File: src/upct_pkg.sv
/*
 * Geometry of the upper PC table and its tree pseudo-LRU.
 * The entry count must be a power of two, at least 2.
 * The tree state holds one bit per internal node, so entries minus one.
 * Compile this package before pc_pkg, which uses the index type.
 */

package upct_pkg;

    // ------------------------------------------------------------------------
    // table geometry
    // ------------------------------------------------------------------------

    // number of upper PC entries held in flops
    localparam int UPCT_ENTRIES = 8;

    // bits needed to name one entry
    localparam int UPCT_IDX_WIDTH = $clog2(UPCT_ENTRIES);

    // ------------------------------------------------------------------------
    // types
    // ------------------------------------------------------------------------

    // table index as carried in compressed targets
    typedef logic [UPCT_IDX_WIDTH-1:0] upct_idx_t;

    // tree pseudo-LRU state
    // node 0 is the root, children of node k sit at 2k+1 and 2k+2
    // bit 0 points left, bit 1 points right
    typedef logic [UPCT_ENTRIES-2:0] plru_t;

endpackage

File: src/pc_pkg.sv
/*
 * Program counter widths and the target structs built from them.
 * A full PC splits into an upper part (UPC) and a lower part (LPC).
 * Compressed targets keep only a table index in place of the UPC.
 * Depends on upct_pkg for the index type.
 */

package pc_pkg;

    // ------------------------------------------------------------------------
    // widths
    // ------------------------------------------------------------------------

    // full program counter
    localparam int PC_WIDTH = 32;

    // low bits kept beside the table index
    localparam int LPC_WIDTH = 10;

    // upper bits stored in the table
    localparam int UPC_WIDTH = PC_WIDTH - LPC_WIDTH;

    // ------------------------------------------------------------------------
    // plain vector types
    // ------------------------------------------------------------------------

    typedef logic [PC_WIDTH-1:0]  pc_t;
    typedef logic [UPC_WIDTH-1:0] upc_t;
    typedef logic [LPC_WIDTH-1:0] lpc_t;

    // ------------------------------------------------------------------------
    // target structs
    // ------------------------------------------------------------------------

    // compressed target, index in the upper bits, lpc below
    typedef struct packed {
        upct_pkg::upct_idx_t index;
        lpc_t                lpc;
    } comp_target_t;

    // expanded target with its valid bit on top
    typedef struct packed {
        logic valid;
        pc_t  pc;
    } full_target_t;

endpackage

File: src/one_hot_enc.sv
/*
 * One-hot to binary encoder.
 * WIDTH must be a power of two and at least 2.
 * With more than one bit set the index is the OR of all set positions,
 * so the result is only exact for a true one-hot input.
 */

module one_hot_enc #(
    parameter int WIDTH = 8
) (
    input  logic [WIDTH-1:0]         one_hot_in,
    output logic                     valid_out,
    output logic [$clog2(WIDTH)-1:0] index_out
);

    // ------------------------------------------------------------------------
    // valid
    // ------------------------------------------------------------------------

    // any set bit counts as a hit
    assign valid_out = |one_hot_in;

    // ------------------------------------------------------------------------
    // index
    // ------------------------------------------------------------------------

    // OR together the positions of every set bit
    // no priority between bits
    always_comb begin
        index_out = '0;
        for (int i = 0; i < WIDTH; i++) begin
            if (one_hot_in[i]) begin
                index_out = index_out | ($clog2(WIDTH))'(i);
            end
        end
    end

endmodule

File: src/plru_updater.sv
/*
 * Binary-tree pseudo-LRU, purely combinational.
 * The victim is the leaf reached by following the state bits from the
 * root, 0 going left and 1 going right.
 * A fill takes priority over a touch, and with neither the state holds.
 * Geometry comes from upct_pkg.
 */

module plru_updater (
    input  upct_pkg::plru_t     plru_in,
    input  logic                new_valid,
    output upct_pkg::upct_idx_t new_index,
    input  logic                touch_valid,
    input  upct_pkg::upct_idx_t touch_index,
    output upct_pkg::plru_t     plru_out
);

    // ------------------------------------------------------------------------
    // tree helpers
    // ------------------------------------------------------------------------

    // walk from the root along the state bits
    // each level contributes one index bit, msb first
    function automatic upct_pkg::upct_idx_t victim_of(
        input upct_pkg::plru_t state
    );
        upct_pkg::upct_idx_t idx;
        int unsigned         node;
        idx  = '0;
        node = 0;
        for (int lvl = 0; lvl < upct_pkg::UPCT_IDX_WIDTH; lvl++) begin
            idx[upct_pkg::UPCT_IDX_WIDTH-1-lvl] = state[node];
            // step to left or right child
            node = 2 * node + 1 + state[node];
        end
        return idx;
    endfunction

    // make every node on the path to idx point at the other branch
    function automatic upct_pkg::plru_t point_away(
        input upct_pkg::plru_t     state,
        input upct_pkg::upct_idx_t idx
    );
        upct_pkg::plru_t next_state;
        int unsigned     node;
        logic            branch;
        next_state = state;
        node       = 0;
        for (int lvl = 0; lvl < upct_pkg::UPCT_IDX_WIDTH; lvl++) begin
            // branch taken at this level
            branch = idx[upct_pkg::UPCT_IDX_WIDTH-1-lvl];
            next_state[node] = ~branch;
            node = 2 * node + 1 + branch;
        end
        return next_state;
    endfunction

    // ------------------------------------------------------------------------
    // victim and next state
    // ------------------------------------------------------------------------

    // current victim, always presented
    assign new_index = victim_of(plru_in);

    always_comb begin
        // hold unless something happens
        plru_out = plru_in;
        if (new_valid) begin
            // fill lands on the victim, so move past it
            plru_out = point_away(plru_in, new_index);
        end
        else if (touch_valid) begin
            plru_out = point_away(plru_in, touch_index);
        end
    end

endmodule

File: src/upct.sv
/*
 * Upper program counter table, a small CAM in flops.
 * Update searches all entries; a hit reports the matching index, a miss
 * writes the pseudo-LRU victim and reports that index.
 * Both result paths are combinational, state changes on the next edge.
 * A read in the same cycle sees the contents from before that edge.
 * Duplicate matches OR their indices, only possible for the reset UPC.
 */

module upct (
    // clock and reset
    input  logic                CLK,
    input  logic                nRST,

    // read request
    input  logic                read_valid,
    input  upct_pkg::upct_idx_t read_index,

    // read result
    output pc_pkg::upc_t        read_upc,

    // update request
    input  logic                update_valid,
    input  pc_pkg::upc_t        update_upc,

    // update result
    output upct_pkg::upct_idx_t update_upct_index
);

    // ------------------------------------------------------------------------
    // signals
    // ------------------------------------------------------------------------

    // entry storage
    pc_pkg::upc_t upct_array      [upct_pkg::UPCT_ENTRIES];
    pc_pkg::upc_t next_upct_array [upct_pkg::UPCT_ENTRIES];

    // recency tree
    upct_pkg::plru_t plru;
    upct_pkg::plru_t next_plru;

    // pseudo-LRU controls
    logic                plru_new_valid;
    upct_pkg::upct_idx_t plru_new_index;
    logic                plru_touch_valid;
    upct_pkg::upct_idx_t plru_touch_index;

    // search results
    logic [upct_pkg::UPCT_ENTRIES-1:0] match_by_entry;
    logic                              have_match;
    upct_pkg::upct_idx_t               match_index;

    // ------------------------------------------------------------------------
    // state
    // ------------------------------------------------------------------------

    always_ff @(posedge CLK or negedge nRST) begin
        if (!nRST) begin
            // all entries start at upc zero
            for (int i = 0; i < upct_pkg::UPCT_ENTRIES; i++) begin
                upct_array[i] <= '0;
            end
            // first victim is entry 0
            plru <= '0;
        end
        else begin
            upct_array <= next_upct_array;
            plru       <= next_plru;
        end
    end

    // ------------------------------------------------------------------------
    // read
    // ------------------------------------------------------------------------

    // plain indexed lookup of current contents
    assign read_upc = upct_array[read_index];

    // ------------------------------------------------------------------------
    // search
    // ------------------------------------------------------------------------

    // compare against every entry in parallel
    always_comb begin
        for (int i = 0; i < upct_pkg::UPCT_ENTRIES; i++) begin
            match_by_entry[i] = (upct_array[i] == update_upc);
        end
    end

    one_hot_enc #(
        .WIDTH(upct_pkg::UPCT_ENTRIES)
    ) u_match_enc (
        .one_hot_in(match_by_entry),
        .valid_out (have_match),
        .index_out (match_index)
    );

    // ------------------------------------------------------------------------
    // array and recency control
    // ------------------------------------------------------------------------

    always_comb begin
        // hold contents and tree by default
        next_upct_array   = upct_array;
        plru_new_valid    = 1'b0;
        plru_touch_valid  = 1'b0;
        plru_touch_index  = read_index;
        // victim advertised when nothing else applies
        update_upct_index = plru_new_index;

        if (update_valid && have_match) begin
            // hit, nothing written
            update_upct_index = match_index;
            plru_touch_valid  = 1'b1;
            plru_touch_index  = match_index;
        end
        else if (update_valid) begin
            // miss, victim takes the new upc
            next_upct_array[plru_new_index] = update_upc;
            plru_new_valid = 1'b1;
        end
        else if (read_valid) begin
            // read only refreshes when no update owns the tree
            plru_touch_valid = 1'b1;
        end
    end

    plru_updater u_plru (
        .plru_in    (plru),
        .new_valid  (plru_new_valid),
        .new_index  (plru_new_index),
        .touch_valid(plru_touch_valid),
        .touch_index(plru_touch_index),
        .plru_out   (next_plru)
    );

endmodule

File: src/target_compressor.sv
/*
 * Input side of the target table.
 * Splits an update PC into UPC and LPC and sends the UPC to the table.
 * The table index comes back in the same cycle and is registered with
 * the LPC, so comp_valid follows update_valid by exactly one cycle.
 * comp_target keeps its last value while comp_valid is low.
 */

module target_compressor (
    // clock and reset
    input  logic                 CLK,
    input  logic                 nRST,

    // update from the front end
    input  logic                 update_valid,
    input  pc_pkg::pc_t          update_pc,

    // table side
    output logic                 tbl_update_valid,
    output pc_pkg::upc_t         tbl_update_upc,
    input  upct_pkg::upct_idx_t  tbl_update_index,

    // compressed result
    output logic                 comp_valid,
    output pc_pkg::comp_target_t comp_target
);

    // ------------------------------------------------------------------------
    // split
    // ------------------------------------------------------------------------

    // low bits stay here while the table resolves the index
    pc_pkg::lpc_t update_lpc;

    assign update_lpc       = update_pc[pc_pkg::LPC_WIDTH-1:0];
    assign tbl_update_upc   = update_pc[pc_pkg::PC_WIDTH-1:pc_pkg::LPC_WIDTH];
    assign tbl_update_valid = update_valid;

    // ------------------------------------------------------------------------
    // result registers
    // ------------------------------------------------------------------------

    // strobe
    always_ff @(posedge CLK or negedge nRST) begin
        if (!nRST) begin
            comp_valid <= 1'b0;
        end
        else begin
            comp_valid <= update_valid;
        end
    end

    // payload, loads only on an update
    always_ff @(posedge CLK) begin
        if (update_valid) begin
            comp_target.index <= tbl_update_index;
            comp_target.lpc   <= update_lpc;
        end
    end

endmodule

File: src/target_expander.sv
/*
 * Output side of the target table.
 * Sends the index of a compressed target to the table and joins the
 * returned UPC with the target's LPC.
 * expanded.valid follows read_valid by exactly one cycle.
 * The PC field keeps its last value while valid is low.
 */

module target_expander (
    // clock and reset
    input  logic                 CLK,
    input  logic                 nRST,

    // compressed target to expand
    input  logic                 read_valid,
    input  pc_pkg::comp_target_t read_target,

    // table side
    output logic                 tbl_read_valid,
    output upct_pkg::upct_idx_t  tbl_read_index,
    input  pc_pkg::upc_t         tbl_read_upc,

    // expanded result
    output pc_pkg::full_target_t expanded
);

    // registered halves of the result
    logic        valid_q;
    pc_pkg::pc_t pc_q;

    // ------------------------------------------------------------------------
    // table request
    // ------------------------------------------------------------------------

    assign tbl_read_valid = read_valid;
    assign tbl_read_index = read_target.index;

    // ------------------------------------------------------------------------
    // result registers
    // ------------------------------------------------------------------------

    always_ff @(posedge CLK or negedge nRST) begin
        if (!nRST) begin
            valid_q <= 1'b0;
        end
        else begin
            valid_q <= read_valid;
        end
    end

    // upc from the table above the lpc carried in the target
    always_ff @(posedge CLK) begin
        if (read_valid) begin
            pc_q <= {tbl_read_upc, read_target.lpc};
        end
    end

    assign expanded.valid = valid_q;
    assign expanded.pc    = pc_q;

endmodule

File: src/pc_table_top.sv
/*
 * Branch target compression subsystem.
 * Updates return a compressed target one cycle later; reads expand a
 * compressed target into a full PC one cycle later.
 * Plain strobes only, no back-pressure; results last one cycle.
 */

module pc_table_top (
    // clock and reset
    input  logic                 CLK,
    input  logic                 nRST,

    // compress path
    input  logic                 update_valid,
    input  pc_pkg::pc_t          update_pc,
    output logic                 comp_valid,
    output pc_pkg::comp_target_t comp_target,

    // expand path
    input  logic                 read_valid,
    input  pc_pkg::comp_target_t read_target,
    output pc_pkg::full_target_t expanded
);

    // ------------------------------------------------------------------------
    // table links
    // ------------------------------------------------------------------------

    // update side
    logic                tbl_update_valid;
    pc_pkg::upc_t        tbl_update_upc;
    upct_pkg::upct_idx_t tbl_update_index;

    // read side
    logic                tbl_read_valid;
    upct_pkg::upct_idx_t tbl_read_index;
    pc_pkg::upc_t        tbl_read_upc;

    // ------------------------------------------------------------------------
    // instances
    // ------------------------------------------------------------------------

    target_compressor u_compressor (
        .CLK             (CLK),
        .nRST            (nRST),
        .update_valid    (update_valid),
        .update_pc       (update_pc),
        .tbl_update_valid(tbl_update_valid),
        .tbl_update_upc  (tbl_update_upc),
        .tbl_update_index(tbl_update_index),
        .comp_valid      (comp_valid),
        .comp_target     (comp_target)
    );

    upct u_upct (
        .CLK              (CLK),
        .nRST             (nRST),
        .read_valid       (tbl_read_valid),
        .read_index       (tbl_read_index),
        .read_upc         (tbl_read_upc),
        .update_valid     (tbl_update_valid),
        .update_upc       (tbl_update_upc),
        .update_upct_index(tbl_update_index)
    );

    target_expander u_expander (
        .CLK           (CLK),
        .nRST          (nRST),
        .read_valid    (read_valid),
        .read_target   (read_target),
        .tbl_read_valid(tbl_read_valid),
        .tbl_read_index(tbl_read_index),
        .tbl_read_upc  (tbl_read_upc),
        .expanded      (expanded)
    );

endmodule

File: config.mk
export PLATFORM = sky130hd
export DESIGN_NAME = pc_table_top
export DESIGN_NICKNAME = d
export VERILOG_FILES = /design/src/upct_pkg.sv /design/src/pc_pkg.sv /design/src/one_hot_enc.sv /design/src/plru_updater.sv /design/src/upct.sv /design/src/target_compressor.sv /design/src/target_expander.sv /design/src/pc_table_top.sv
export SDC_FILE = /design/constraint.sdc
export NUM_CORES = 1
export LEC_CHECK = 0
export ABC_AREA = 1
export ABC_CLOCK_PERIOD_IN_PS = 5200
export BUFFER_PORTS_ARGS = -buffer_cell sky130_fd_sc_hd__buf_2
export CAP_MARGIN = 20
export CORE_MARGIN = 10
export CORE_UTILIZATION = 30
export CTS_CLUSTER_DIAMETER = 40
export CTS_CLUSTER_SIZE = 12
export DETAILED_ROUTE_END_ITERATION = 16
export HOLD_SLACK_MARGIN = 0.12
export SLEW_MARGIN = 20
export SYNTH_ARGS = -nofsm -noshare
export SYNTH_HDL_FRONTEND = slang
export SYNTH_SLANG_ARGS = --single-unit
File: constraint.sdc
create_clock -name CLK -period 5.2 [get_ports CLK]
set_input_delay 0.52 -clock CLK [delete_from_list [all_inputs] [get_ports CLK]]
set_output_delay 0.52 -clock CLK [all_outputs]
set_load 0.05 [all_outputs]
# After elaboration in Yosys (flattened, before gate mapping)
# Cells that the tools add are included.
[word_totals]
input_bits = 49
rom_bits = 0
latchBits = 0
ramBits = 0
memories = 0
register_bits = 230
[classes]
eq_ne = 8
reduce_logical = 9
addsub = 6
div = 0
n_lt_le_gt_ge = 11
bitwise_logic = 9
n_mul = 0
mux = 38
shifts = 0
[ops]
columns = ["cell", "n"]
rows = [
  ["176-bit bitwise mux", 1],
  ["22-bit == test", 8],
  ["22-bit binary-select mux with 3-bit select", 1],
  ["22-bit demux with 3-bit select", 1],
  ["22-bit two-way mux", 3],
  ["32-bit by 1-bit >= comparator with 1-bit output (second input constant)", 2],
  ["32-bit by 4-bit less-than comparator with 1-bit output (second input constant)", 2],
  ["32-bit by 1-bit adder with 32-bit output", 1],
  ["32-bit by 1-bit adder with 32-bit output (second input constant)", 1],
  ["7-bit bitwise mux", 4],
  ["3-bit two-way mux", 6],
  ["7-bit two-way mux", 2],
  ["1-bit demux with 3-bit select", 4],
  ["1-bit two-way mux", 12],
  ["4-bit >= comparator (second input constant)", 2],
  ["3-bit inverter with 4-bit output", 2],
  ["8-bit OR reduction", 1],
  ["1-bit inverter", 7],
  ["1-bit binary-select mux with 3-bit select", 2],
  ["1-bit logical AND", 6],
  ["4-bit by 1-bit adder with 5-bit output", 1],
  ["5-bit by 1-bit >= comparator with 1-bit output (second input constant)", 1],
  ["5-bit by 4-bit less-than comparator with 1-bit output (second input constant)", 1],
  ["1-bit by 1-bit adder with 2-bit output (first input constant)", 2],
  ["other kinds (7)", 8],
]

# Longest topological paths before layout
# Gate-level depths: netlist of the first run.
[logic_depth]
ltp_word = 19
mapped_depth = 24
mapped_depth_nobuf = 22

# Hierarchy
# A second synthesis of the first run with hierarchy kept.
[hier_totals]
cells_unflattened = 1807
area_unflattened_um2 = 13067.5
[modules_own_cells]
columns = ["mod", "cells_each", "n_inst", "area_each_um2"]
rows = [
  ["upct", 1639, 1, 11005.6],
  ["target_expander", 38, 1, 1023.5],
  ["target_compressor", 37, 1, 588.1],
  ["plru_updater", 75, 1, 372.9],
  ["one_hot_enc", 18, 1, 77.6],
]

# Worst setup path before layout of the first run
# No wires, ideal clock.
[synth_path]
kind = "input-to-reg"
start = "input update_pc[28]"
end = "register u_upct.plru[0]"
t_required_ps = 5074
path_buffers = 2
path_slack_ps = 2688
stages = 22
arrival_ps = 2386
setup_time_ps = 126
cell_sequence = "buf_4 -> clkinv_2 -> buf_4 -> nand2_1 -> nand4_1 -> nor2_1 -> nand3_2 -> nand2_2 -> nor2_4 -> nand2_1 -> nand2_2 -> nand2_1 -> nand2_2 -> inv_1 -> ha_1 -> nand2_1 -> inv_1 -> nand2_1 -> nand2_1 -> nand3_1 -> nand2_1 -> o21ai_0"
[synth_via]
elab_chain_len = 16
word_cells_on_any_way = 41
[synth_rtl]
columns = ["element", "line", "rtl"]
rows = [
  ["start, declared", "pc_table_top.sv:15", "input pc_pkg::pc_t update_pc,"],
  ["22-bit == test", "upct.sv:86", "match_by_entry[i] = (upct_array[i] == update_upc);"],
  ["3-bit two-way mux / 2-bit two-way mux (equally long branches) (2 in a row)", "one_hot_enc.sv:32", "if (one_hot_in[i]) begin"],
  ["3-bit two-way mux (2 in a row)", "one_hot_enc.sv:32", ""],
  ["3-bit two-way mux, on equally long branches", "upct.sv:111, one_hot_enc.sv:32", ""],
  ["1-bit by 1-bit adder with 2-bit output / 3-bit two-way mux (equally long branches)", "plru_updater.sv:53, one_hot_enc.sv:32", ""],
  ["3-bit by 1-bit adder with 4-bit output / 3-bit two-way mux (equally long branches)", "plru_updater.sv:53, upct.sv:111", ""],
  ["4-bit by 1-bit adder with 5-bit output", "plru_updater.sv:53", "node = 2 * node + 1 + branch;"],
  ["5-bit by 1-bit >= comparator with 1-bit output (implied by the code) / 5-bit by 4-bit less-than comparator with 1-bit output (equally long branches)", "plru_updater.sv:52", "next_state[node] = ~branch;"],
  ["1-bit logical AND (implied by the code)", "plru_updater.sv:52", ""],
  ["1-bit two-way mux (implied by the code)", "plru_updater.sv:52", ""],
  ["1-bit demux with 3-bit select", "plru_updater.sv:52", ""],
  ["7-bit bitwise mux", "plru_updater.sv:52", ""],
  ["7-bit two-way mux", "plru_updater.sv:72", "else if (touch_valid) begin"],
  ["7-bit two-way mux", "plru_updater.sv:68", "if (new_valid) begin"],
  ["end signal, assigned", "upct.sv:68", "plru <= next_plru;"],
  ["end, declared", "upct.sv:39", "upct_pkg::plru_t plru;"],
]
# Parallel ways exist; a longest one is shown, timed or not. The select of a mux whose other input is x is not followed.
# A chain may end at the register's enable or synchronous reset.

# Worst setup path in the final report of the first run
[layout_path]
start = "input update_pc[25]"
end = "register u_upct.upct_array[168] (netlist bit)"
[layout_via]
elab_chain_len = 5
word_cells_on_any_way = 12
[layout_rtl]
columns = ["element", "line", "rtl"]
rows = [
  ["22-bit == test", "upct.sv:86", ""],
  ["8-bit OR reduction *", "one_hot_enc.sv:21", "assign valid_out = |one_hot_in;"],
  ["1-bit logical AND *", "upct.sv:111", "if (update_valid && have_match) begin"],
  ["1-bit inverter (no source line) *", "--", ""],
  ["2-bit AND reduction (no source line) *", "--", ""],
  ["end signal, assigned", "upct.sv:67", "upct_array <= next_upct_array;"],
  ["end, declared", "upct.sv:35", "pc_pkg::upc_t upct_array [upct_pkg::UPCT_ENTRIES];"],
]
# Mark *: on every way between the ends. The rest lies on a longest branch, timed or not.

==> summary.txt, run 1 <==
OUTCOME
-------------------------------------------------------------------------------------------------
Result of the run                                                                    finished clean

POWER AND IR DROP
-------------------------------------------------------------------------------------------------
Switching power                                                                           3124 uW
Design internal power                                                                     5309 uW
Worst VDD drop                                                                           219.9 uV
Fraction of power consumed by sequential logic                                              37.6%
Combinational group share of total power                                                    29.4%
Switching share of power                                                                   37.04%
Portion of total power attributed to the clock network                                      33.0%
Leakage Power                                                                         0.007301 uW
Pwr dens                                                                             555.9 nW/um^2

FINAL LAYOUT
-------------------------------------------------------------------------------------------------
Area of combinational cells with multiple inputs                                        5802 um^2
Number of inserted filler cells in the final layout                                          4503
Layout cell share with drive strength beyond 1                                             14.06%
Post-route standard cell area excluding fillers                                        15170 um^2
Area overhead of the layout relative to synthesis                                          15.19%
Register area                                                                           5981 um^2
Net count of the finished layout                                                             1839

CTS
-------------------------------------------------------------------------------------------------
H-tree depth                                                                                    2
CTS tree                                                                                     done
Clock Tree Root                                                                         clkbuf_16
CTS max path bufs                                                                               3
TritonCTS Buffers                                                                              40
Hold-fix buffers at CTS                                                                         0
Clock edge transition at the registers on the reported setup and hold paths                 50 ps
Buffers inserted by post-CTS timing repair                                                      0
Quantity of gates resized following cts                                                         0
Worst-skew pair later-pin latency                                                          540 ps
Sinks on the clock net                                                                        230

SYNTHESIS
-------------------------------------------------------------------------------------------------
Sequential-to-total area share from yosys stat                                             45.42%
Largest family of logic cells by synthesized area                                    simple AND/OR/NAND/NOR gates
Share of the synthesized area in the top cell type                                         35.15%
Cell types occupying the most area after synthesis                                   dfrtp_1, nand2_1, edfxtp_1
List of most frequent post-synthesis cells                                           nand2_1, o21ai_0, dfrtp_1
Flip-flop and latch count after synthesis                                                     230
Xor and xnor fraction of the mapped netlist area                                           3.791%
Number of distinct library cell variants in the gate-level netlist after synthesis             39
Synth Cell Area                                                                        13170 um^2
Post-synthesis mux area share                                                            0.07601%
Asr flop ratio synth                                                                       80.43%
Post-Syn Area per Cell                                                                 7.551 um^2
Number of nets in the synthesized netlist                                                    1794
Adder and majority cell fraction of the synthesized area                                 0.09501%
Yosys warnings                                                                                  0
Number of cells produced by synthesis                                                        1744
Most frequent cell after synthesis                                                        nand2_1
Number of synthesized flops with an enable pin                                                 45
Fraction of the mapped netlist area in simple logic gates                                  24.55%
Top FF cell, synth                                                                        dfrtp_1
Synthesized-area fraction occupied by ao, oa, aoi and oai cells                            15.43%
Library cell occupying the most area in the post-synthesis netlist                        dfrtp_1

DIE
-------------------------------------------------------------------------------------------------
Width of the chip                                                                        229.5 um
Initial Util                                                                               30.44%
Floorplan die area                                                                     52680 um^2
Vertical die dimension                                                                   229.5 um
Number of ports placed on the die boundary                                                     96
Area of the placeable core                                                             43270 um^2
Number of rows created at floorplan                                                            76

STA
-------------------------------------------------------------------------------------------------
Number of pins with negative max-slew slack in the final report                                 0
Final Setup Violations                                                                          0
Relative slew slack                                                                        33.37%
Worst-case clock skew                                                                    28.79 ps
RSZ-0062 raised after global routing                                                        false
Minimum clock period after layout                                                         2961 ps
Crit share post-route                                                                      56.94%
Summed negative setup slack over all endpoints                                               0 ps
Total count of hold-check failures in the final report                                          0
Worst hold-check slack                                                                   72.48 ps
Final setup margin                                                                        2239 ps
Fmax achieved                                                                          0.3377 GHz
Worst slew pin tran                                                                      997.1 ps

ROUTING
-------------------------------------------------------------------------------------------------
Number of design rule violations left after detail routing                                      0
Number of detailed-routing iterations run before antenna repair                                 5
Routed via count divided by cell count                                                      4.737
Total wirelength of the detailed-routed design                                           39430 um
First-iteration detailed-routing DRC count                                                   1024
Post-route antenna net violation count                                                          0
Total vias in the final route                                                               11406
Wirelength per Cell                                                                      16.37 um

WORST SETUP PATH
-------------------------------------------------------------------------------------------------
Startpoint type of the worst setup path                                              primary input
CP required                                                                               5660 ps
Arrival time worst endpoint                                                               3420 ps
Critical path capture point type                                                        flip-flop
Largest fanout on the critical path                                                            24
WS Path Type                                                                               in2reg

PLACED DESIGN
-------------------------------------------------------------------------------------------------
Routability congestion estimate from global placement                                      0.9018
Area after DPL                                                                         13750 um^2
Sum of net half-perimeters after detailed placement                                      25700 um
Number of buffers inserted by port buffering                                                   95
Dpl ws                                                                                    1680 ps

GLOBAL ROUTE
-------------------------------------------------------------------------------------------------
Number of global-route vias before repair                                                   10646
Overflow left after global routing                                                              0
Wire length of the first global-routing pass                                             61480 um
Initial antenna violation count                                                                 4
Maximum number of pins on one net before global-route repair                                  113
Gr usage total                                                                             14.55%

MIN PATH
-------------------------------------------------------------------------------------------------
Hold Crit Class                                                                          in2async

JOB
-------------------------------------------------------------------------------------------------
Number of max-cap violations                                                                    0

metrics by stage:
| stage | total power [uW] | util [%] | std cells |
|---|---|---|---|
| 3_5_place_dp | 5643 | 31.78 | 2332 |
| 3_3_place_gp | 5582 | 31.78 | 2332 |
| 4_1_cts | 8492 | 35.03 | 2406 |
| 6_report | 8433 | 35.06 | 2408 |
| 5_1_grt | 9035 | 35.05 | 2406 |
| 2_1_floorplan | 4949 | - | 1744 |
critical path, stage by stage:
cell and delay [ps]:
buf_2 220, clkinv_2 230, nand2_1 100, nand2_1 70, nor2_1 200, nand2_1 130
nor2_1 150, nand3_2 100, nand2_2 100, nor2_4 50, nand3_4 150, inv_4 100
nand2_1 740, buf_4 380, nand2_1 80, o21ai_0 70
kinds of logic after synthesis:
group           after synthesis
simple gates                815
mux                           1
flops                       230
compound gates              374
buf+inv                     266
xor+xnor                     57
fa+ha+maj                     1
state kept, by name, indices dropped and copies added (netlist names):
register,count
u_compressor.comp_target,13
u_expander.pc_q,32
u_upct.plru,7
u_expander.valid_q,1
u_upct.upct_array,176
u_compressor.comp_valid,1
power groups by stage:
stage / Clock (uW) / Sequential, uW / Combinational, uW
after floorplan: 0 / 3200 / 1740
after global placement: 0 / 3150 / 2430
after detailed placement: 0 / 3170 / 2470
after CTS: 2850 / 3160 / 2480
after global routing: 2920 / 3270 / 2840
final: 2790 / 3170 / 2480
cell usage in the layout (no fill, tap or decap), drive strengths merged:
cell	Yosys	layout
nand2	642	642
o21ai	268	268
dfrtp	185	185
inv	146	152
nor2	137	137
buf	62	111
a21oi	69	69
clkbuf	47	54
xor2	53	53
edfxtp	45	45
nand3	24	24
a31oi	22	22
clkinv	11	18
a221oi	10	10
nand4	9	9
bufinv	0	7
xnor2	4	4
o22ai	3	3
diode	0	2
or2	2	2
nor3	1	1
a21boi	1	1
mux2i	1	1
o21bai	1	1
ha	1	1
clkinvlp	0	1
cell type report:
class / instances / area share [%]
well taps: 585 / 4.825
inverters: 157 / 4.149
diodes: 2 / 0.03299
repair buffers: 112 / 4.033
multi-input cells: 1248 / 38.25
flip-flops and latches: 230 / 39.43
clock buffers: 53 / 7.324
clock inverters: 21 / 1.963
worst paths after layout:
kind | start | end | slack (ps) | cells after the start
min in group CLK | read_target[8] | u_expander.pc_q[8]$_DFFE_PP_ | 170 | 1
max reg2reg | u_upct.upct_array[144]$_DFFE_PN0P_ | u_upct.upct_array[168]$_DFFE_PN0P_ | 2250 | 15
max | update_pc[25] | u_upct.upct_array[168]$_DFFE_PN0P_ | 2240 | 16
min reg2reg | u_upct.plru[6]$_DFFE_PN0P_ | u_upct.plru[6]$_DFFE_PN0P_ | 490 | 2
max in group asynchronous | nRST | u_upct.upct_array[82]$_DFFE_PN0P_ | 3800 | 2
min | nRST | u_upct.upct_array[151]$_DFFE_PN0P_ | 70 | 1
metal layers:
metal | share of wire [%] | vias to the layer above | wire length, um | track usage [%]
met5 | 0.053 | - | 21 | 0
met4 | 2.2 | 4 | 855 | 4.221
met3 | 6.3 | 70 | 2501 | 2.905
met2 | 47 | 343 | 18440 | 23.99
met1 | 45 | 5350 | 17610 | 18.90
li1 | - | 5639 | - | -
Note: power is estimated with default switching activity, not from simulation.
==> run 2, diff against run 1 <==
--- a/config.mk
+++ b/config.mk
@@ -6,7 +6,7 @@
 export NUM_CORES = 1
 export LEC_CHECK = 0
 export ABC_AREA = 1
-export ABC_CLOCK_PERIOD_IN_PS = 5200
+export ABC_CLOCK_PERIOD_IN_PS = 3100
 export BUFFER_PORTS_ARGS = -buffer_cell sky130_fd_sc_hd__buf_2
 export CAP_MARGIN = 20
 export CORE_MARGIN = 10
==> constraint.sdc (replaced) <==
create_clock -name CLK -period 3.1 [get_ports CLK]
set_input_delay 0.31 -clock CLK [delete_from_list [all_inputs] [get_ports CLK]]
set_output_delay 0.31 -clock CLK [all_outputs]
set_load 0.05 [all_outputs]
==> summary.txt, run 2 (synthesis results as in run 1) <==
ROUTING
------------------------------------------------------------------------------------------
Routed via count divided by cell count                                               4.772
First-iteration detailed-routing DRC count                                            1118
Post-route antenna net violation count                                                   0
Number of detailed-routing iterations run before antenna repair                          7
Number of design rule violations left after detail routing                               0
Total wirelength of the detailed-routed design                                    40150 um
Wirelength per Cell                                                               16.39 um
Total vias in the final route                                                        11687

POWER AND IR DROP
------------------------------------------------------------------------------------------
Leakage Power                                                                  0.007536 uW
Worst VDD drop                                                                    393.9 uV
Pwr dens                                                                      912.7 nW/um^2

STA
------------------------------------------------------------------------------------------
Crit share post-route                                                               91.07%
Minimum clock period after layout                                                  2823 ps
Final Setup Violations                                                                   0
Fmax achieved                                                                   0.3542 GHz
Worst slew pin tran                                                               818.9 ps
Worst-case clock skew                                                             34.96 ps
Summed negative setup slack over all endpoints                                        0 ps
Number of pins with negative max-slew slack in the final report                          0
Total count of hold-check failures in the final report                                   0
Relative slew slack                                                                 45.41%
RSZ-0062 raised after global routing                                                 false
Worst hold-check slack                                                            140.1 ps

WORST SETUP PATH
------------------------------------------------------------------------------------------
Critical path capture point type                                                 flip-flop
WS Path Type                                                                        in2reg
Critical-path cell with the highest stage delay                               dlygate4sd3_1
Startpoint type of the worst setup path                                       primary input
Critical path buffers and inverters                                                      4
Arrival time worst endpoint                                                        3260 ps
Largest fanout on the critical path                                                     12
Gate family responsible for the most delay along the worst path               simple AND/OR/NAND/NOR gates
CP required                                                                        3530 ps
Max stage delay on crit path                                                        520 ps
Ordered list of cells on the worst path                                       dlygate4sd3_1, buf_2, clkinv_2, nand2_1, nand2_1, nor2_1, nand2_1, nor2_1, nand3_1, nand2_1, nor2_4, nand2_1, nand2_2, a21oi_2, ha_1, nand2_1, inv_1, nand3_1, nand3_1, nand2_1, o21ai_0
Most numerous cell on the critical path                                            nand2_1

CTS
------------------------------------------------------------------------------------------
H-tree depth                                                                             2
TritonCTS Buffers                                                                       41
Sinks on the clock net                                                                 230
CTS tree                                                                              done
Clock edge transition at the registers on the reported setup and hold paths          50 ps
Clock Tree Root                                                                  clkbuf_16
Worst-skew pair later-pin latency                                                   560 ps
CTS max path bufs                                                                        3

FINAL LAYOUT
------------------------------------------------------------------------------------------
Most frequent cells in the layout                                             nand2_1, o21ai_0, dfrtp_1, nor2_1, inv_1
Net count of the finished layout                                                      1882
Number of flip-flops in the largest register                                           176
Area overhead of the layout relative to synthesis                                   19.18%
Most common library cell in the layout ignoring fill and taps                      nand2_1
Largest registers                                                             u_upct.upct_array x176, u_expander.pc_q x32, u_compressor.comp_target x13
N_diodes                                                                                 0
Share of the core filled with cells                                                 36.28%
Layout cell share with drive strength beyond 1                                      14.86%
Biggest register                                                              u_upct.upct_array
Number of inserted filler cells in the final layout                                   4448

JOB
------------------------------------------------------------------------------------------
Number of max-cap violations                                                             0

PLACED DESIGN
------------------------------------------------------------------------------------------
Number of buffers inserted by port buffering                                            95
Routability congestion estimate from global placement                               0.8921
Sum of net half-perimeters after detailed placement                               26870 um

DIE
------------------------------------------------------------------------------------------
Area of the placeable core                                                      43270 um^2
Initial Util                                                                        30.44%
Number of rows created at floorplan                                                     76
Floorplan die area                                                              52680 um^2
Width of the chip                                                                 229.5 um
Vertical die dimension                                                            229.5 um
Number of ports placed on the die boundary                                              96

MIN PATH
------------------------------------------------------------------------------------------
Hold Crit Class                                                                     in2reg

GLOBAL ROUTE
------------------------------------------------------------------------------------------
Gr usage total                                                                      14.86%
Initial antenna violation count                                                          1
Overflow left after global routing                                                       0
Number of global-route vias before repair                                            11184
Wire length of the first global-routing pass                                      62850 um
Maximum number of pins on one net before global-route repair                           109

OUTCOME
------------------------------------------------------------------------------------------
Result of the run                                                             finished clean

==> run 2: final timing paths <==
check	startpoint	end	slack, ps	cells after the start
hold reg to reg	u_upct.plru[4]$_DFFE_PN0P_	u_upct.plru[4]$_DFFE_PN0P_	480	2
max in group asynchronous	nRST	u_upct.upct_array[101]$_DFFE_PN0P_	1840	3
hold / removal	update_pc[12]	u_upct.upct_array[112]$_DFFE_PN0P_	140	3
setup / recovery	update_pc[30]	u_upct.plru[0]$_DFFE_PN0P_	280	21
setup reg to reg	u_upct.upct_array[64]$_DFFE_PN0P_	u_upct.plru[0]$_DFFE_PN0P_	400	17
min in group asynchronous	nRST	u_upct.upct_array[130]$_DFFE_PN0P_	320	2
==> run 2: what timing repair did <==
item,CTS,global route
hold endpoints to repair,89,0
resized for setup,0,3
buffers inserted,0,0
setup endpoints to repair,0,1
hold buffers,30,0
==> run 2: final cells by class <==
class / count / area (um^2) / area share [%]
inverters: 157 / 629.4 / 4.010
repair buffers: 154 / 1092 / 6.959
multi-input cells: 1248 / 5799 / 36.95
clock buffers: 53 / 1141 / 7.270
well taps: 585 / 732.0 / 4.664
clock inverters: 22 / 320.3 / 2.041
flip-flops and latches: 230 / 5981 / 38.11
==> run 2: worst register-to-register path: cells and delay by family (launching register included) <==
kind,cells,cell delay (ps)
compound gates,2,300
buf+inv,1,50
simple gates,12,1360
flops,1,410
xor+xnor,1,180
fa+ha+maj,1,270
==> run 2: through the flow <==
step                std cells  power (uW)  cell area [um^2]  setup slack (ps)
finish                   2449       14320             15700             276.9
global route             2449       15330             15700             43.46
CTS                      2449       14400             15690             298.4
detailed placement       2344        9536             13930             185.3
global placement         2344        9405             13930             177.1
floorplan                1744        8301             13170             798.2
==> run 2: per-layer routing <==
metal | wire length, um | up-vias | GRT usage [%]
li1 | - | 5739 | -
met1 | 17940 | 5493 | 19.36
met2 | 18610 | 373 | 24.39
met3 | 2516 | 80 | 2.744
met4 | 1082 | 2 | 4.759
met5 | 7 | - | 0
==> run 2: where the power goes <==
part           total, uW  leakage [uW]  switching [uW]  internal, uW
Sequential          5330       0.00276            1010          4320
Clock               4740      0.000705            1680          3060
Combinational       4250       0.00407            2710          1540
Total              14300       0.00754            5400          8920
==> run 3, diff against run 2 <==
--- a/config.mk
+++ b/config.mk
@@ -15,6 +15,7 @@
 export CTS_CLUSTER_SIZE = 12
 export DETAILED_ROUTE_END_ITERATION = 16
 export HOLD_SLACK_MARGIN = 0.12
+export PLACE_DENSITY = 0.44
 export SLEW_MARGIN = 20
 export SYNTH_ARGS = -nofsm -noshare
 export SYNTH_HDL_FRONTEND = slang
==> summary.txt, run 3 (synthesis results as in run 1) <==
CTS
------------------------------------------------------------------------------------------
Buffers inserted by post-CTS timing repair                                               0
CTS max path bufs                                                                        3
CTS tree                                                                              done
Worst-skew pair later-pin latency                                                   580 ps
H-tree depth                                                                             2
TritonCTS Buffers                                                                       54
Clock Tree Root                                                                  clkbuf_16
Sinks on the clock net                                                                 230
Clock edge transition at the registers on the reported setup and hold paths          50 ps

FINAL LAYOUT
------------------------------------------------------------------------------------------
Most frequent cells in the layout                                             nand2_1, o21ai_0, dfrtp_1, inv_1, nor2_1
Most common library cell in the layout ignoring fill and taps                      nand2_1
Layout cell share with drive strength beyond 1                                      16.40%
Number of flip-flops in the largest register                                           176
Register area                                                                    5981 um^2
Final cell count without fillers                                                      2493
N_diodes                                                                                 0
Area overhead of the layout relative to synthesis                                   24.50%
Largest registers                                                             u_upct.upct_array x176, u_expander.pc_q x32, u_compressor.comp_target x13
Biggest register                                                              u_upct.upct_array
Number of inserted filler cells in the final layout                                   4484
Net count of the finished layout                                                      1913
Area of combinational cells with multiple inputs                                 5809 um^2

POWER AND IR DROP
------------------------------------------------------------------------------------------
Pwr dens                                                                      956.0 nW/um^2
Fraction of power consumed by sequential logic                                       34.2%
Leakage Power                                                                  0.007859 uW
Worst VDD drop                                                                    435.5 uV
Switching share of power                                                            35.85%
Switching power                                                                    5620 uW
Design internal power                                                             10060 uW
Portion of total power attributed to the clock network                               38.3%
Combinational group share of total power                                             27.5%

MIN PATH
------------------------------------------------------------------------------------------
Hold Crit Class                                                                     in2reg

STA
------------------------------------------------------------------------------------------
Relative slew slack                                                                 43.90%
Worst slew pin tran                                                               841.5 ps
Worst-case clock skew                                                             18.88 ps
Final Setup Violations                                                                   0
Crit share post-route                                                               92.20%
Fmax achieved                                                                   0.3499 GHz
Minimum clock period after layout                                                  2858 ps
RSZ-0062 raised after global routing                                                 false
Total count of hold-check failures in the final report                                   0
Worst hold-check slack                                                            199.4 ps
Number of pins with negative max-slew slack in the final report                          0

GLOBAL ROUTE
------------------------------------------------------------------------------------------
Initial antenna violation count                                                          1
Maximum number of pins on one net before global-route repair                            70
Wire length of the first global-routing pass                                      68390 um
Overflow left after global routing                                                       0
Number of global-route vias before repair                                            11481
Gr usage total                                                                      16.62%

DIE
------------------------------------------------------------------------------------------
Area of the placeable core                                                      43270 um^2
Width of the chip                                                                 229.5 um
Number of rows created at floorplan                                                     76
Number of ports placed on the die boundary                                              96
Floorplan die area                                                              52680 um^2
Initial Util                                                                        30.44%
Vertical die dimension                                                            229.5 um

ROUTING
------------------------------------------------------------------------------------------
First-iteration detailed-routing DRC count                                             894
Routed via count divided by cell count                                               4.673
Number of detailed-routing iterations run before antenna repair                          6
Number of design rule violations left after detail routing                               0
Wirelength per Cell                                                               17.73 um
Total wirelength of the detailed-routed design                                    44190 um
Post-route antenna net violation count                                                   0
Total vias in the final route                                                        11649

WORST SETUP PATH
------------------------------------------------------------------------------------------
Critical path capture point type                                                 flip-flop
Worst R2R End                                                                 u_upct.plru[0]$_DFFE_PN0P_
Arrival time worst endpoint                                                        3310 ps
RR Startpoint                                                                 u_upct.upct_array[173]$_DFFE_PN0P_
Startpoint type of the worst setup path                                       primary input
Critical Path Sink                                                            u_upct.plru[0]$_DFFE_PN0P_
R2R depth                                                                               17
R2r setup slk                                                                       400 ps
WS Path Type                                                                        in2reg
CP required                                                                        3550 ps
Critical path origin                                                          update_pc[23]
Largest fanout on the critical path                                                     15

OUTCOME
------------------------------------------------------------------------------------------
Result of the run                                                             finished clean

PLACED DESIGN
------------------------------------------------------------------------------------------
Number of placed cells counting well taps                                             2351
Number of buffers inserted by port buffering                                            95
Routability congestion estimate from global placement                               0.8509
Sum of net half-perimeters after detailed placement                               29550 um

JOB
------------------------------------------------------------------------------------------
Number of max-cap violations                                                             0

-- run 3: changes by cell type in the layout (fill, tap and decap cells not counted), moves of 6 or more --
cell and delta:
clkbuf_16 +16, clkinv_2 +6, clkinvlp_4 +7, dlygate4sd3_1 +11
-- run 3: final cells by class --
type,count,share of cell area (%)
sequential,230,36.48
multi-input combinational,1248,35.43
clock buffer,69,9.463
timing repair buffer,172,7.929
tap,585,4.464
inverter,157,3.861
clock inverter,32,2.373
-- run 3: worst max-delay path: stages --
cell and delay [ps]:
dlygate4sd3_1 530, clkbuf_4 220, clkinv_4 140, nand2_1 80
nand2_1 50, nor2_1 250, nand2_1 130, nor2_1 170
nand3_1 110, nand2_2 120, nor2_4 50, nand2_1 120
nand2_2 120, a21oi_2 240, ha_1 260, nand2_1 60
inv_1 40, nand3_1 70, nand3_1 80, nand2_1 70
o21ai_0 70
-- run 3: power groups by stage --
stage                     clock network, uW  logic (uW)  registers (uW)
after floorplan                           0        2930            5380
after global placement                    0        4260            5370
after detailed placement                  0        4280            5360
after CTS                              6150        4340            5340
after global routing                   6300        4980            5530
final                                  6000        4320            5360
-- run 3: how the worst min path moves through the flow --
stage                              from                                end  cells past startpoint
after floorplan                    nRST  u_compressor.comp_valid$_DFF_PN0_                      0
after global placement             nRST       u_expander.valid_q$_DFF_PN0_                      1
after detailed placement           nRST       u_expander.valid_q$_DFF_PN0_                      1
after CTS                 update_pc[10]   u_upct.upct_array[0]$_DFFE_PN0P_                      3
after global routing      update_pc[10]   u_upct.upct_array[0]$_DFFE_PN0P_                      3
final                     update_pc[10]   u_upct.upct_array[0]$_DFFE_PN0P_                      3
-- run 3: per-stage QoR --
stage	setup slack (ps)	power [uW]	setup TNS, ps	area, um^2	util (%)
2_1_floorplan	798.2	8301	0	13170	-
3_3_place_gp	8.882	9630	0	14020	32.40
3_5_place_dp	-1.405	9648	-1.405	14020	32.40
4_1_cts	139.1	15840	0	16370	37.83
5_1_grt	0.9703	16810	0	16400	37.89
6_report	241.9	15670	0	16400	37.89
-- run 3: per-layer routing --
metal  global-route usage, %  share of wire [%]  vias to the layer above
li1                        -                  -                     5810
met1                   22.05                 46                     5486
met2                   26.41                 46                      274
met3                   3.152                5.0                       79
met4                   6.104                2.9                        0
met5                       0                  0                        -
-- run 3: repair_timing --
action / CTS / global route
hold buffers: 41 / 0
resized for setup: 0 / 12
endpoints found under the setup margin: 0 / 2
endpoints found under the hold margin: 96 / 0
